--- config.mk ---
export PLATFORM = sky130hd
export DESIGN_NAME = smpc_top
export DESIGN_NICKNAME = d
export VERILOG_FILES = /design/src/design/smpc_cmd_pkg.sv /design/src/design/smpc_bus_pkg.sv /design/src/design/smpc_top.sv /design/src/design/smpc_oreg_ram.sv /design/src/design/smpc_status_bank.sv /design/src/design/smpc_rtc.sv /design/src/design/smpc_cmd_ctrl.sv /design/src/design/smpc_host_regs.sv
export SDC_FILE = /design/constraint.sdc
export NUM_CORES = 1
export LEC_CHECK = 0
export BUFFER_PORTS_ARGS = -buffer_cell sky130_fd_sc_hd__buf_2
export CAP_MARGIN = 40
export CORE_ASPECT_RATIO = 1.4
export CORE_MARGIN = 4
export CORE_UTILIZATION = 50
export CTS_BUF_LIST = sky130_fd_sc_hd__clkbuf_2
export CTS_CLUSTER_DIAMETER = 150
export DETAILED_ROUTE_END_ITERATION = 10
export HOLD_SLACK_MARGIN = 0.02
export PLACE_DENSITY_LB_ADDON = 0.15
export SYNTH_ARGS = -nofsm -noshare
export SYNTH_HDL_FRONTEND = slang
export SYNTH_SLANG_ARGS = --single-unit
--- constraint.sdc ---
create_clock -name CLK -period 6.7 [get_ports CLK]
set_input_delay 1.005 -clock CLK [delete_from_list [all_inputs] [get_ports CLK]]
set_output_delay 1.005 -clock CLK [all_outputs]
set_load 0.005 [all_outputs]
--- src/design/smpc_cmd_pkg.sv ---
package smpc_cmd_pkg;

	typedef enum logic [7:0] {
		CMD_MSHON   = 8'h00,
		CMD_SSHON   = 8'h02,
		CMD_SSHOFF  = 8'h03,
		CMD_SNDON   = 8'h06,
		CMD_SNDOFF  = 8'h07,
		CMD_CDON    = 8'h08,
		CMD_CDOFF   = 8'h09,
		CMD_SYSRES  = 8'h0D,
		CMD_INTBACK = 8'h10,
		CMD_SETTIME = 8'h16,
		CMD_SETSMEM = 8'h17,
		CMD_NMIREQ  = 8'h18,
		CMD_RESENAB = 8'h19,
		CMD_RESDISA = 8'h1A
	} cmd_t;

	typedef logic [15:0] wait_t;

	// Command wait times in clock cycles
	localparam wait_t WAIT_SHORT   = 16'd120;
	localparam wait_t WAIT_CD      = 16'd159;
	localparam wait_t WAIT_SYSRES  = 16'd400;
	localparam wait_t WAIT_INTBACK = 16'd500;
	localparam wait_t WAIT_SETTIME = 16'd279;
	localparam wait_t WAIT_NMI     = 16'd127;

	typedef struct packed {
		logic mshres_n;
		logic mshnmi_n;
		logic sshres_n;
		logic sshnmi_n;
		logic sysres_n;
		logic sndres_n;
		logic cdres_n;
	} reset_lines_t;

	// Slave CPU and sound held in reset at power up
	localparam reset_lines_t RESET_LINES_INIT = 7'b1101101;

	typedef struct packed {
		logic [7:0] sec;
		logic [7:0] min;
		logic [7:0] hour;
		logic [7:0] day;
	} bcd_time_t;

	localparam logic [7:0] STATUS_YEAR_HI = 8'h20;
	localparam logic [7:0] STATUS_YEAR_LO = 8'h22;
	localparam logic [7:0] STATUS_MONTH   = 8'h01;

endpackage

--- src/design/smpc_bus_pkg.sv ---
package smpc_bus_pkg;

	typedef logic [7:0] byte_t;
	typedef logic [5:0] reg_addr_t;  // A[6:1]
	typedef logic [4:0] oreg_idx_t;

	typedef struct packed {
		byte_t ireg3;
		byte_t ireg2;
		byte_t ireg1;
		byte_t ireg0;
	} ireg_t;

	// Full odd byte addresses, compared against {A[6:1], 1'b1}
	localparam logic [6:0] ADDR_IREG0     = 7'h01;
	localparam logic [6:0] ADDR_IREG1     = 7'h03;
	localparam logic [6:0] ADDR_IREG2     = 7'h05;
	localparam logic [6:0] ADDR_IREG3     = 7'h07;
	localparam logic [6:0] ADDR_COMREG    = 7'h1F;
	localparam logic [6:0] ADDR_OREG_BASE = 7'h21;
	localparam logic [6:0] ADDR_OREG_LAST = 7'h5F;
	localparam logic [6:0] ADDR_SR        = 7'h61;
	localparam logic [6:0] ADDR_SF        = 7'h63;

endpackage
--- src/design/smpc_top.sv ---
module smpc_top #(
	parameter int unsigned SEC_DIV = 4000000
) (
	input  logic                     CLK,
	input  logic                     RST_N,
	input  smpc_bus_pkg::reg_addr_t  a,
	input  smpc_bus_pkg::byte_t      di,
	input  logic                     cs_n,
	input  logic                     rw_n,
	input  logic [3:0]               area,
	output smpc_bus_pkg::byte_t      do_byte,
	output logic                     mirq_n,
	output logic                     mshres_n,
	output logic                     mshnmi_n,
	output logic                     sshres_n,
	output logic                     sshnmi_n,
	output logic                     sysres_n,
	output logic                     sndres_n,
	output logic                     cdres_n
);
	import smpc_bus_pkg::*;
	import smpc_cmd_pkg::*;

	ireg_t        ireg;
	cmd_t         comreg;
	logic         cmd_go;
	logic         cmd_done;
	logic [2:0]   sr_hi;
	reset_lines_t reset_lines;
	logic         oreg_we;
	oreg_idx_t    oreg_wa;
	oreg_idx_t    oreg_sel;
	oreg_idx_t    oreg_ra;
	byte_t        oreg_q;
	byte_t        status_byte;
	bcd_time_t    rtc_time;
	logic         smem_load, set_ste, res_enable, res_disable;

	smpc_host_regs u_host_regs (
		.CLK(CLK), .RST_N(RST_N), .a(a), .di(di), .cs_n(cs_n), .rw_n(rw_n),
		.oreg_q(oreg_q), .cmd_done(cmd_done), .sr_hi(sr_hi), .do_byte(do_byte),
		.ireg(ireg), .comreg(comreg), .cmd_go(cmd_go), .oreg_ra(oreg_ra)
	);

	smpc_cmd_ctrl u_cmd_ctrl (
		.CLK(CLK), .RST_N(RST_N), .cmd_go(cmd_go), .comreg(comreg), .ireg(ireg),
		.reset_lines(reset_lines), .mirq_n(mirq_n), .sr_hi(sr_hi), .cmd_done(cmd_done),
		.oreg_we(oreg_we), .oreg_wa(oreg_wa), .oreg_sel(oreg_sel), .smem_load(smem_load),
		.set_ste(set_ste), .res_enable(res_enable), .res_disable(res_disable)
	);

	smpc_status_bank u_status_bank (
		.CLK(CLK), .RST_N(RST_N), .ireg(ireg), .area(area), .rtc_time(rtc_time),
		.reset_lines(reset_lines), .oreg_sel(oreg_sel), .comreg(comreg),
		.smem_load(smem_load), .set_ste(set_ste), .res_enable(res_enable),
		.res_disable(res_disable), .status_byte(status_byte)
	);

	smpc_rtc #(.SEC_DIV(SEC_DIV)) u_rtc (.CLK(CLK), .RST_N(RST_N), .rtc_time(rtc_time));

	smpc_oreg_ram u_oreg_ram (
		.CLK(CLK), .we(oreg_we), .wa(oreg_wa), .wd(status_byte), .ra(oreg_ra), .q(oreg_q)
	);

	assign mshres_n = reset_lines.mshres_n;
	assign mshnmi_n = reset_lines.mshnmi_n;
	assign sshres_n = reset_lines.sshres_n;
	assign sshnmi_n = reset_lines.sshnmi_n;
	assign sysres_n = reset_lines.sysres_n;
	assign sndres_n = reset_lines.sndres_n;
	assign cdres_n  = reset_lines.cdres_n;

endmodule

--- src/design/smpc_oreg_ram.sv ---
module smpc_oreg_ram (
	input  logic                     CLK,
	input  logic                     we,
	input  smpc_bus_pkg::oreg_idx_t  wa,
	input  smpc_bus_pkg::byte_t      wd,
	input  smpc_bus_pkg::oreg_idx_t  ra,
	output smpc_bus_pkg::byte_t      q
);
	import smpc_bus_pkg::*;

	byte_t mem [32];

	always_ff @(posedge CLK) begin
		if (we)
			mem[wa] <= wd;
	end

	assign q = mem[ra];  // async read

endmodule

--- src/design/smpc_status_bank.sv ---
module smpc_status_bank (
	input  logic                        CLK,
	input  logic                        RST_N,
	input  smpc_bus_pkg::ireg_t         ireg,
	input  logic [3:0]                  area,
	input  smpc_cmd_pkg::bcd_time_t     rtc_time,
	input  smpc_cmd_pkg::reset_lines_t  reset_lines,
	input  smpc_bus_pkg::oreg_idx_t     oreg_sel,
	input  smpc_cmd_pkg::cmd_t          comreg,
	input  logic                        smem_load,
	input  logic                        set_ste,
	input  logic                        res_enable,
	input  logic                        res_disable,
	output smpc_bus_pkg::byte_t         status_byte
);
	import smpc_bus_pkg::*;
	import smpc_cmd_pkg::*;

	byte_t smem [4];
	logic  ste;
	logic  resd;

	always_ff @(posedge CLK) begin
		if (smem_load) begin
			smem[0] <= ireg.ireg0;
			smem[1] <= ireg.ireg1;
			smem[2] <= ireg.ireg2;
			smem[3] <= ireg.ireg3;
		end
	end

	always_ff @(posedge CLK or negedge RST_N) begin
		if (!RST_N) begin
			ste  <= 1'b0;
			resd <= 1'b1;  // reset button NMI disabled
		end else begin
			if (set_ste)
				ste <= 1'b1;
			if (res_enable)
				resd <= 1'b0;
			else if (res_disable)
				resd <= 1'b1;
		end
	end

	always_comb begin
		case (oreg_sel)
			5'd0:  status_byte = {ste, resd, 6'b000000};
			5'd1:  status_byte = STATUS_YEAR_HI;
			5'd2:  status_byte = STATUS_YEAR_LO;
			5'd3:  status_byte = STATUS_MONTH;
			5'd4:  status_byte = rtc_time.day;
			5'd5:  status_byte = rtc_time.hour;
			5'd6:  status_byte = rtc_time.min;
			5'd7:  status_byte = rtc_time.sec;
			5'd9:  status_byte = {4'b0000, area};
			// Dot clock select is always 0
			5'd10: status_byte = {2'b00, 2'b11, ~reset_lines.mshnmi_n, 1'b1,
				~reset_lines.sysres_n, ~reset_lines.sndres_n};
			5'd11: status_byte = {1'b0, ~reset_lines.cdres_n, 6'b000000};
			5'd12: status_byte = smem[0];
			5'd13: status_byte = smem[1];
			5'd14: status_byte = smem[2];
			5'd15: status_byte = smem[3];
			5'd31: status_byte = byte_t'(comreg);
			default: status_byte = '0;
		endcase
	end

endmodule

--- src/design/smpc_rtc.sv ---
module smpc_rtc #(
	parameter int unsigned SEC_DIV = 4000000
) (
	input  logic                     CLK,
	input  logic                     RST_N,
	output smpc_cmd_pkg::bcd_time_t  rtc_time
);

	localparam int unsigned CW = (SEC_DIV > 1) ? $clog2(SEC_DIV) : 1;

	logic [CW-1:0] div_cnt;
	logic          tick;
	logic [8:0]    sec_n, min_n, hour_n, day_n;  // {carry, next value}

	// One BCD step, wraps from last to first
	function automatic logic [8:0] bcd_step(input logic [7:0] v, input logic [7:0] last,
			input logic [7:0] first);
		if (v == last)
			bcd_step = {1'b1, first};
		else if (v[3:0] == 4'd9)
			bcd_step = {1'b0, v[7:4] + 4'd1, 4'd0};
		else
			bcd_step = {1'b0, v[7:4], v[3:0] + 4'd1};
	endfunction

	assign tick   = div_cnt == CW'(SEC_DIV - 1);
	assign sec_n  = bcd_step(rtc_time.sec, 8'h59, 8'h00);
	assign min_n  = bcd_step(rtc_time.min, 8'h59, 8'h00);
	assign hour_n = bcd_step(rtc_time.hour, 8'h23, 8'h00);
	assign day_n  = bcd_step(rtc_time.day, 8'h31, 8'h01);

	always_ff @(posedge CLK or negedge RST_N) begin
		if (!RST_N) begin
			div_cnt  <= '0;
			rtc_time <= '0;
		end else begin
			div_cnt <= tick ? '0 : div_cnt + 1'b1;
			if (tick) begin
				rtc_time.sec <= sec_n[7:0];
				if (sec_n[8])
					rtc_time.min <= min_n[7:0];
				if (sec_n[8] && min_n[8])
					rtc_time.hour <= hour_n[7:0];
				if (sec_n[8] && min_n[8] && hour_n[8])
					rtc_time.day <= day_n[7:0];
			end
		end
	end

endmodule

--- src/design/smpc_cmd_ctrl.sv ---
module smpc_cmd_ctrl (
	input  logic                        CLK,
	input  logic                        RST_N,
	input  logic                        cmd_go,
	input  smpc_cmd_pkg::cmd_t          comreg,
	input  smpc_bus_pkg::ireg_t         ireg,
	output smpc_cmd_pkg::reset_lines_t  reset_lines,
	output logic                        mirq_n,
	output logic [2:0]                  sr_hi,
	output logic                        cmd_done,
	output logic                        oreg_we,
	output smpc_bus_pkg::oreg_idx_t     oreg_wa,
	output smpc_bus_pkg::oreg_idx_t     oreg_sel,
	output logic                        smem_load,
	output logic                        set_ste,
	output logic                        res_enable,
	output logic                        res_disable
);
	import smpc_bus_pkg::*;
	import smpc_cmd_pkg::*;

	typedef enum logic [2:0] {
		IDLE,
		START,
		WAIT,
		EXEC,
		INTBACK_FILL,
		END
	} state_t;

	state_t    state;
	wait_t     wait_cnt;
	oreg_idx_t fill_idx;
	logic      status_intback;

	function automatic wait_t wait_time(input cmd_t c);
		case (c)
			CMD_MSHON, CMD_SSHON, CMD_SSHOFF,
			CMD_SNDON, CMD_SNDOFF:             wait_time = WAIT_SHORT;
			CMD_CDON, CMD_CDOFF, CMD_SETSMEM:  wait_time = WAIT_CD;
			CMD_SYSRES:                        wait_time = WAIT_SYSRES;
			CMD_INTBACK:                       wait_time = WAIT_INTBACK;
			CMD_SETTIME:                       wait_time = WAIT_SETTIME;
			CMD_NMIREQ, CMD_RESENAB,
			CMD_RESDISA:                       wait_time = WAIT_NMI;
			default:                           wait_time = 16'd1;  // unknown code
		endcase
	endfunction

	// Status INTBACK only, peripheral data is not supported
	assign status_intback = comreg == CMD_INTBACK && ireg.ireg0[0] && ireg.ireg2 == 8'hF0;

	always_ff @(posedge CLK or negedge RST_N) begin
		if (!RST_N) begin
			state       <= IDLE;
			wait_cnt    <= '0;
			fill_idx    <= '0;
			reset_lines <= RESET_LINES_INIT;
			mirq_n      <= 1'b1;
			sr_hi       <= '0;
		end else begin
			mirq_n <= 1'b1;
			case (state)
				IDLE: begin
					if (cmd_go)
						state <= START;
				end
				START: begin
					wait_cnt <= wait_time(comreg) - 16'd1;
					fill_idx <= '0;
					state    <= WAIT;
				end
				WAIT: begin
					if (wait_cnt == '0)
						state <= EXEC;
					else
						wait_cnt <= wait_cnt - 16'd1;
				end
				EXEC: begin
					case (comreg)
						CMD_MSHON: begin
							reset_lines.mshres_n <= 1'b1;
							reset_lines.mshnmi_n <= 1'b1;
						end
						CMD_SSHON: begin
							reset_lines.sshres_n <= 1'b1;
							reset_lines.sshnmi_n <= 1'b1;
						end
						CMD_SSHOFF: reset_lines.sshres_n <= 1'b0;
						CMD_SNDON:  reset_lines.sndres_n <= 1'b1;
						CMD_SNDOFF: reset_lines.sndres_n <= 1'b0;
						CMD_CDON:   reset_lines.cdres_n <= 1'b1;
						CMD_CDOFF:  reset_lines.cdres_n <= 1'b0;
						CMD_SYSRES: reset_lines <= '0;
						CMD_NMIREQ: reset_lines.mshnmi_n <= 1'b0;
						default: ;
					endcase
					if (status_intback) begin
						fill_idx <= fill_idx + 5'd1;  // byte 0 written here
						state    <= INTBACK_FILL;
					end else begin
						state <= END;
					end
				end
				INTBACK_FILL: begin
					fill_idx <= fill_idx + 5'd1;
					if (fill_idx == 5'd31) begin
						sr_hi  <= 3'b010;
						mirq_n <= 1'b0;
						state  <= END;
					end
				end
				END: begin
					if (comreg == CMD_SYSRES)
						reset_lines <= '1;
					if (comreg == CMD_NMIREQ)
						reset_lines.mshnmi_n <= 1'b1;
					state <= IDLE;
				end
				default: state <= IDLE;
			endcase
		end
	end

	assign cmd_done = state == END;
	assign oreg_we  = state == EXEC || state == INTBACK_FILL;
	assign oreg_sel = (state == INTBACK_FILL || status_intback) ? fill_idx : 5'd31;
	assign oreg_wa  = oreg_sel;

	assign smem_load   = state == EXEC && comreg == CMD_SETSMEM;
	assign set_ste     = state == EXEC && comreg == CMD_SETTIME;
	assign res_enable  = state == EXEC && comreg == CMD_RESENAB;
	assign res_disable = state == EXEC && comreg == CMD_RESDISA;

endmodule

--- src/design/smpc_host_regs.sv ---
module smpc_host_regs (
	input  logic                     CLK,
	input  logic                     RST_N,
	input  smpc_bus_pkg::reg_addr_t  a,
	input  smpc_bus_pkg::byte_t      di,
	input  logic                     cs_n,
	input  logic                     rw_n,
	input  smpc_bus_pkg::byte_t      oreg_q,
	input  logic                     cmd_done,
	input  logic [2:0]               sr_hi,
	output smpc_bus_pkg::byte_t      do_byte,
	output smpc_bus_pkg::ireg_t      ireg,
	output smpc_cmd_pkg::cmd_t       comreg,
	output logic                     cmd_go,
	output smpc_bus_pkg::oreg_idx_t  oreg_ra
);
	import smpc_bus_pkg::*;
	import smpc_cmd_pkg::*;

	logic       rw_s1, rw_s2;
	logic       cs_s1, cs_s2;
	logic       wr_edge;
	logic       rd_edge;
	logic [6:0] addr;
	logic       sf;
	byte_t      sr;

	assign addr    = {a, 1'b1};
	assign wr_edge = !rw_s1 && rw_s2 && !cs_s1;  // RW_N fall with CS_N low
	assign rd_edge = !cs_s1 && cs_s2 && rw_s1;   // CS_N fall in read mode
	assign sr      = {sr_hi, 1'b0, ireg.ireg1[7:4]};
	assign oreg_ra = oreg_idx_t'(a - 6'h10);

	always_ff @(posedge CLK or negedge RST_N) begin
		if (!RST_N) begin
			rw_s1   <= 1'b1;
			rw_s2   <= 1'b1;
			cs_s1   <= 1'b1;
			cs_s2   <= 1'b1;
			ireg    <= '0;
			comreg  <= CMD_MSHON;
			cmd_go  <= 1'b0;
			sf      <= 1'b0;
			do_byte <= '0;
		end else begin
			rw_s1  <= rw_n;
			rw_s2  <= rw_s1;
			cs_s1  <= cs_n;
			cs_s2  <= cs_s1;
			cmd_go <= 1'b0;

			if (cmd_done)
				sf <= 1'b0;

			if (wr_edge) begin
				case (addr)
					ADDR_IREG0: ireg.ireg0 <= di;
					ADDR_IREG1: ireg.ireg1 <= di;
					ADDR_IREG2: ireg.ireg2 <= di;
					ADDR_IREG3: ireg.ireg3 <= di;
					ADDR_COMREG: begin
						comreg <= cmd_t'(di);
						cmd_go <= 1'b1;
					end
					ADDR_SF: if (di[0]) sf <= 1'b1;  // host sets SF, sequencer clears it
					default: ;
				endcase
			end

			if (rd_edge) begin
				if (addr >= ADDR_OREG_BASE && addr <= ADDR_OREG_LAST)
					do_byte <= oreg_q;
				else if (addr == ADDR_SR)
					do_byte <= sr;
				else if (addr == ADDR_SF)
					do_byte <= {7'd0, sf};
				else
					do_byte <= '0;
			end
		end
	end

endmodule

==> results.tsv <==
metric	value	unit
Simple-Gate Fraction of Synth Area	10.9	%
reg2reg setup slack	2850	ps
WL/cell	23.0	um
final setup fails	0	
layout cells sized above 1	27.1	%
initial drt markers	917	
total CTS buffers	100	
hpwl dp	31100	um
max_cap viols	0	
status	completed	
PD cells	265	mW/mm^2
P_leak	0.00786	uW
I/O pin count	38	
Post-CTS Setup Repair Bufs	0	
GR peak layer	met2	
row count	84	
synthesized instance count	1305	
Pwr Total	5500	uW
antenna-violating nets left	0	
worst r2r src	u_host_regs.comreg[2]	
Worst setup SP type	flip-flop	
Synth top area share	45.7	%
final setup margin	2850	ps
Overflow after GRT	0	
TritonCTS Sinks	431	
crit-path max FO	20	
Mapped Area	0.0189	mm^2
placer congestion estimate	0.840	
Hold Path Sink	u_host_regs.comreg[5]	
main combinational cell family by area after synthesis	multiplexers	
final net count	1469	
sequential element share of the synthesized area	64.6	%
Area after DPL	0.0198	mm^2
chip width	172	um
number of enable flip-flop cells after synthesis	288	
Post-Layout Cell Count	1979	
Synth warnings	0	
gr usage total	22.7	%
period utilisation layout	57.5	%
GR Util met2	38.9	%
max_slew headroom	38.7	%
post-synthesis mux area share	13.8	%
Critical Path RT	7380	ps
RR Endpoint	u_oreg_ram.mem[14][6]	
Max clock buf depth	3	
initial antenna violation count	2	
post-synth cell types	83	
Post-Synth Adder-Cell Area	1.39	%
xor/xnor cell area share of the yosys netlist	1.20	%
top_reg_cell synth	edfxtp_1	
vias in the first global route	12000	
ranking of synthesized cells by area	edfxtp_1 (46%), dfrtp_1 (17%), mux4_2 (10%)	
design area	0.0208	mm^2
core area	0.0375	mm^2
cts hold-fix bufs	3	
Fmax	0.260	GHz
Syn Nets	1348	
FFs w/ async S/R, synth	33.2	%
WS Path Type	flip-flop to flip-flop	
compound-gate portion of the synthesized area	6.35	%
Placed Cells	1794	
DIE AREA	0.0411	mm^2
Clock Latency Late Sink	1040	ps
CTS tree	built	
total wire length	45600	um
Fin. Hold Viols	0	
most common cell after layout, fill and taps aside	edfxtp_1	
VDD IR max	0.123	mV
pre-CTS WS	2680	ps
final setup TNS	0	ps
Clock Root Buffer	clkbuf_2	
Hold Path Class	input pin to flip-flop	
Global Route met3 Usage	4.69	%
Clock transition at path regs	110	ps
hold path cells	2	
port buffer count	37	
RSZ-0062 raised after global routing	false	
fin. max-slew vios	0	
Mapped Avg Cell Area	14.5	um^2
crit path DAT	4530	ps
Hold Startpoint	di[5]	
Vias per Instance	5.96	
met1 usage	28.1	%
H-tree depth	3	
fin crit period	3850	ps
Clock Skew	66.8	ps
final routed DRC violation total	0	
first-pass GRT wire length	70700	um
commonest cells after routing, fill and taps aside	edfxtp_1 (288), clkbuf_2 (153), dfrtp_1 (132)	
drt pass-1 iters	5	
crit end category	flip-flop	
area leader, netlist	edfxtp_1	
DIE HEIGHT	238	um
Reg2Reg Depth	7	
vias	11800	
#FFs+latches synth	431	
Starting Density	50.5	%
PostCTS Resize Cnt	0	
Least-Margin Pin Slew	916	ps
largest net degree at the start of global routing	74	
Area Overhead vs Synth	9.82	%
-- Yosys cell counts, types with 5 or more instances --
| library cell | count |
|---|---|
| a21oi_1 | 44 |
| a31oi_1 | 8 |
| mux2_2 | 46 |
| nor3_1 | 29 |
| mux4_2 | 86 |
| dfstp_2 | 11 |
| nor2_1 | 108 |
| o21ai_0 | 67 |
| xor2_1 | 8 |
| xnor2_1 | 18 |
| nand3b_1 | 9 |
| nor3b_1 | 7 |
| a221oi_1 | 7 |
| and3_1 | 6 |
| o31ai_1 | 11 |
| and2_1 | 11 |
| mux2i_1 | 15 |
| and3b_1 | 5 |
| nand4_1 | 14 |
| clkbuf_1 | 39 |
| buf_2 | 13 |
| nand2_1 | 119 |
| inv_1 | 18 |
| edfxtp_1 | 288 |
| o22ai_1 | 5 |
| and4_1 | 8 |
| o211ai_1 | 5 |
| nand3_1 | 34 |
| ha_1 | 21 |
| nor2b_1 | 15 |
| dfrtp_1 | 132 |
| buf_1 | 7 |
| nand2b_1 | 6 |
| a211oi_1 | 5 |
-- critical path, stage by stage (launching register included) --
cell and delay (ps):
dfrtp_1 620, nor4_2 510, nand2_1 140, o21a_1 260, nor2_1 710, nand2_1 350
nor3_1 620, buf_2 300
-- how the worst max path moves through the flow --
stage / start / endpoint / cells after the start / slack, ps
floorplan: u_cmd_ctrl.state[1] / u_status_bank.smem[0][0] / 4 / 3090
global placement: a[0] / u_host_regs.do_byte[6] / 8 / 2690
detailed placement: a[0] / u_host_regs.do_byte[1] / 8 / 2680
CTS: u_host_regs.comreg[2] / u_oreg_ram.mem[25][4] / 6 / 2910
global route: u_host_regs.comreg[2] / u_oreg_ram.mem[14][6] / 7 / 2610
finish: u_host_regs.comreg[2] / u_oreg_ram.mem[14][6] / 7 / 2850
-- through the flow --
| stage | hold slack [ps] | util (%) |
|---|---|---|
| 2_1_floorplan | 362 | - |
| 3_3_place_gp | 380 | 52.2 |
| 3_5_place_dp | 378 | 52.9 |
| 4_1_cts | 231 | 55.4 |
| 5_1_grt | 276 | 55.4 |
| 6_report | 340 | 55.4 |
-- power breakdown --
| part | switching (uW) | internal (uW) | leakage [uW] | total, uW |
|---|---|---|---|---|
| Sequential | 82.3 | 2930 | 0.00455 | 3010 |
| Clock | 1040 | 684 | 0.000716 | 1720 |
| Combinational | 486 | 288 | 0.00259 | 774 |
| Total | 1600 | 3900 | 0.00786 | 5500 |
-- registers in the layout, summed over array words and instances, names as in the netlist, 3 cells and up --
register,cells
u_cmd_ctrl.reset_lines,7
u_status_bank.smem,32
u_cmd_ctrl.state,3
u_rtc.div_cnt,22
u_host_regs.comreg,8
u_rtc.rtc_time,32
u_host_regs.do_byte,8
u_cmd_ctrl.wait_cnt,16
u_cmd_ctrl.fill_idx,5
u_host_regs.ireg,32
u_oreg_ram.mem,256
-- cell type report --
cell class,instances,area [um^2]
fillers,3117,16700
diodes,2,5.00
clock buffers,153,766
well taps,473,592
clock inverters,27,166
inverters,19,71.3
flip-flops and latches,431,12200
multi-input cells,793,6390
repair buffers,81,572
-- cells by family (layout without fill, tap and decap cells) --
logic type | after synthesis | in the layout
xor+xnor | 26 | 26
flops | 431 | 431
simple gates | 408 | 408
other cells | 0 | 2
compound gates | 191 | 191
buf+inv | 81 | 280
mux | 147 | 147
fa+ha+maj | 21 | 21
-- metal layers --
layer | routed length, um | share of wire, % | up-vias
li1 | - | - | 5320
met1 | 17500 | 38 | 5975
met2 | 23800 | 52 | 409
met3 | 2730 | 6.0 | 84
met4 | 1510 | 3.3 | 0
met5 | 0 | 0 | -
Note: power is estimated with default switching activity, not from simulation.
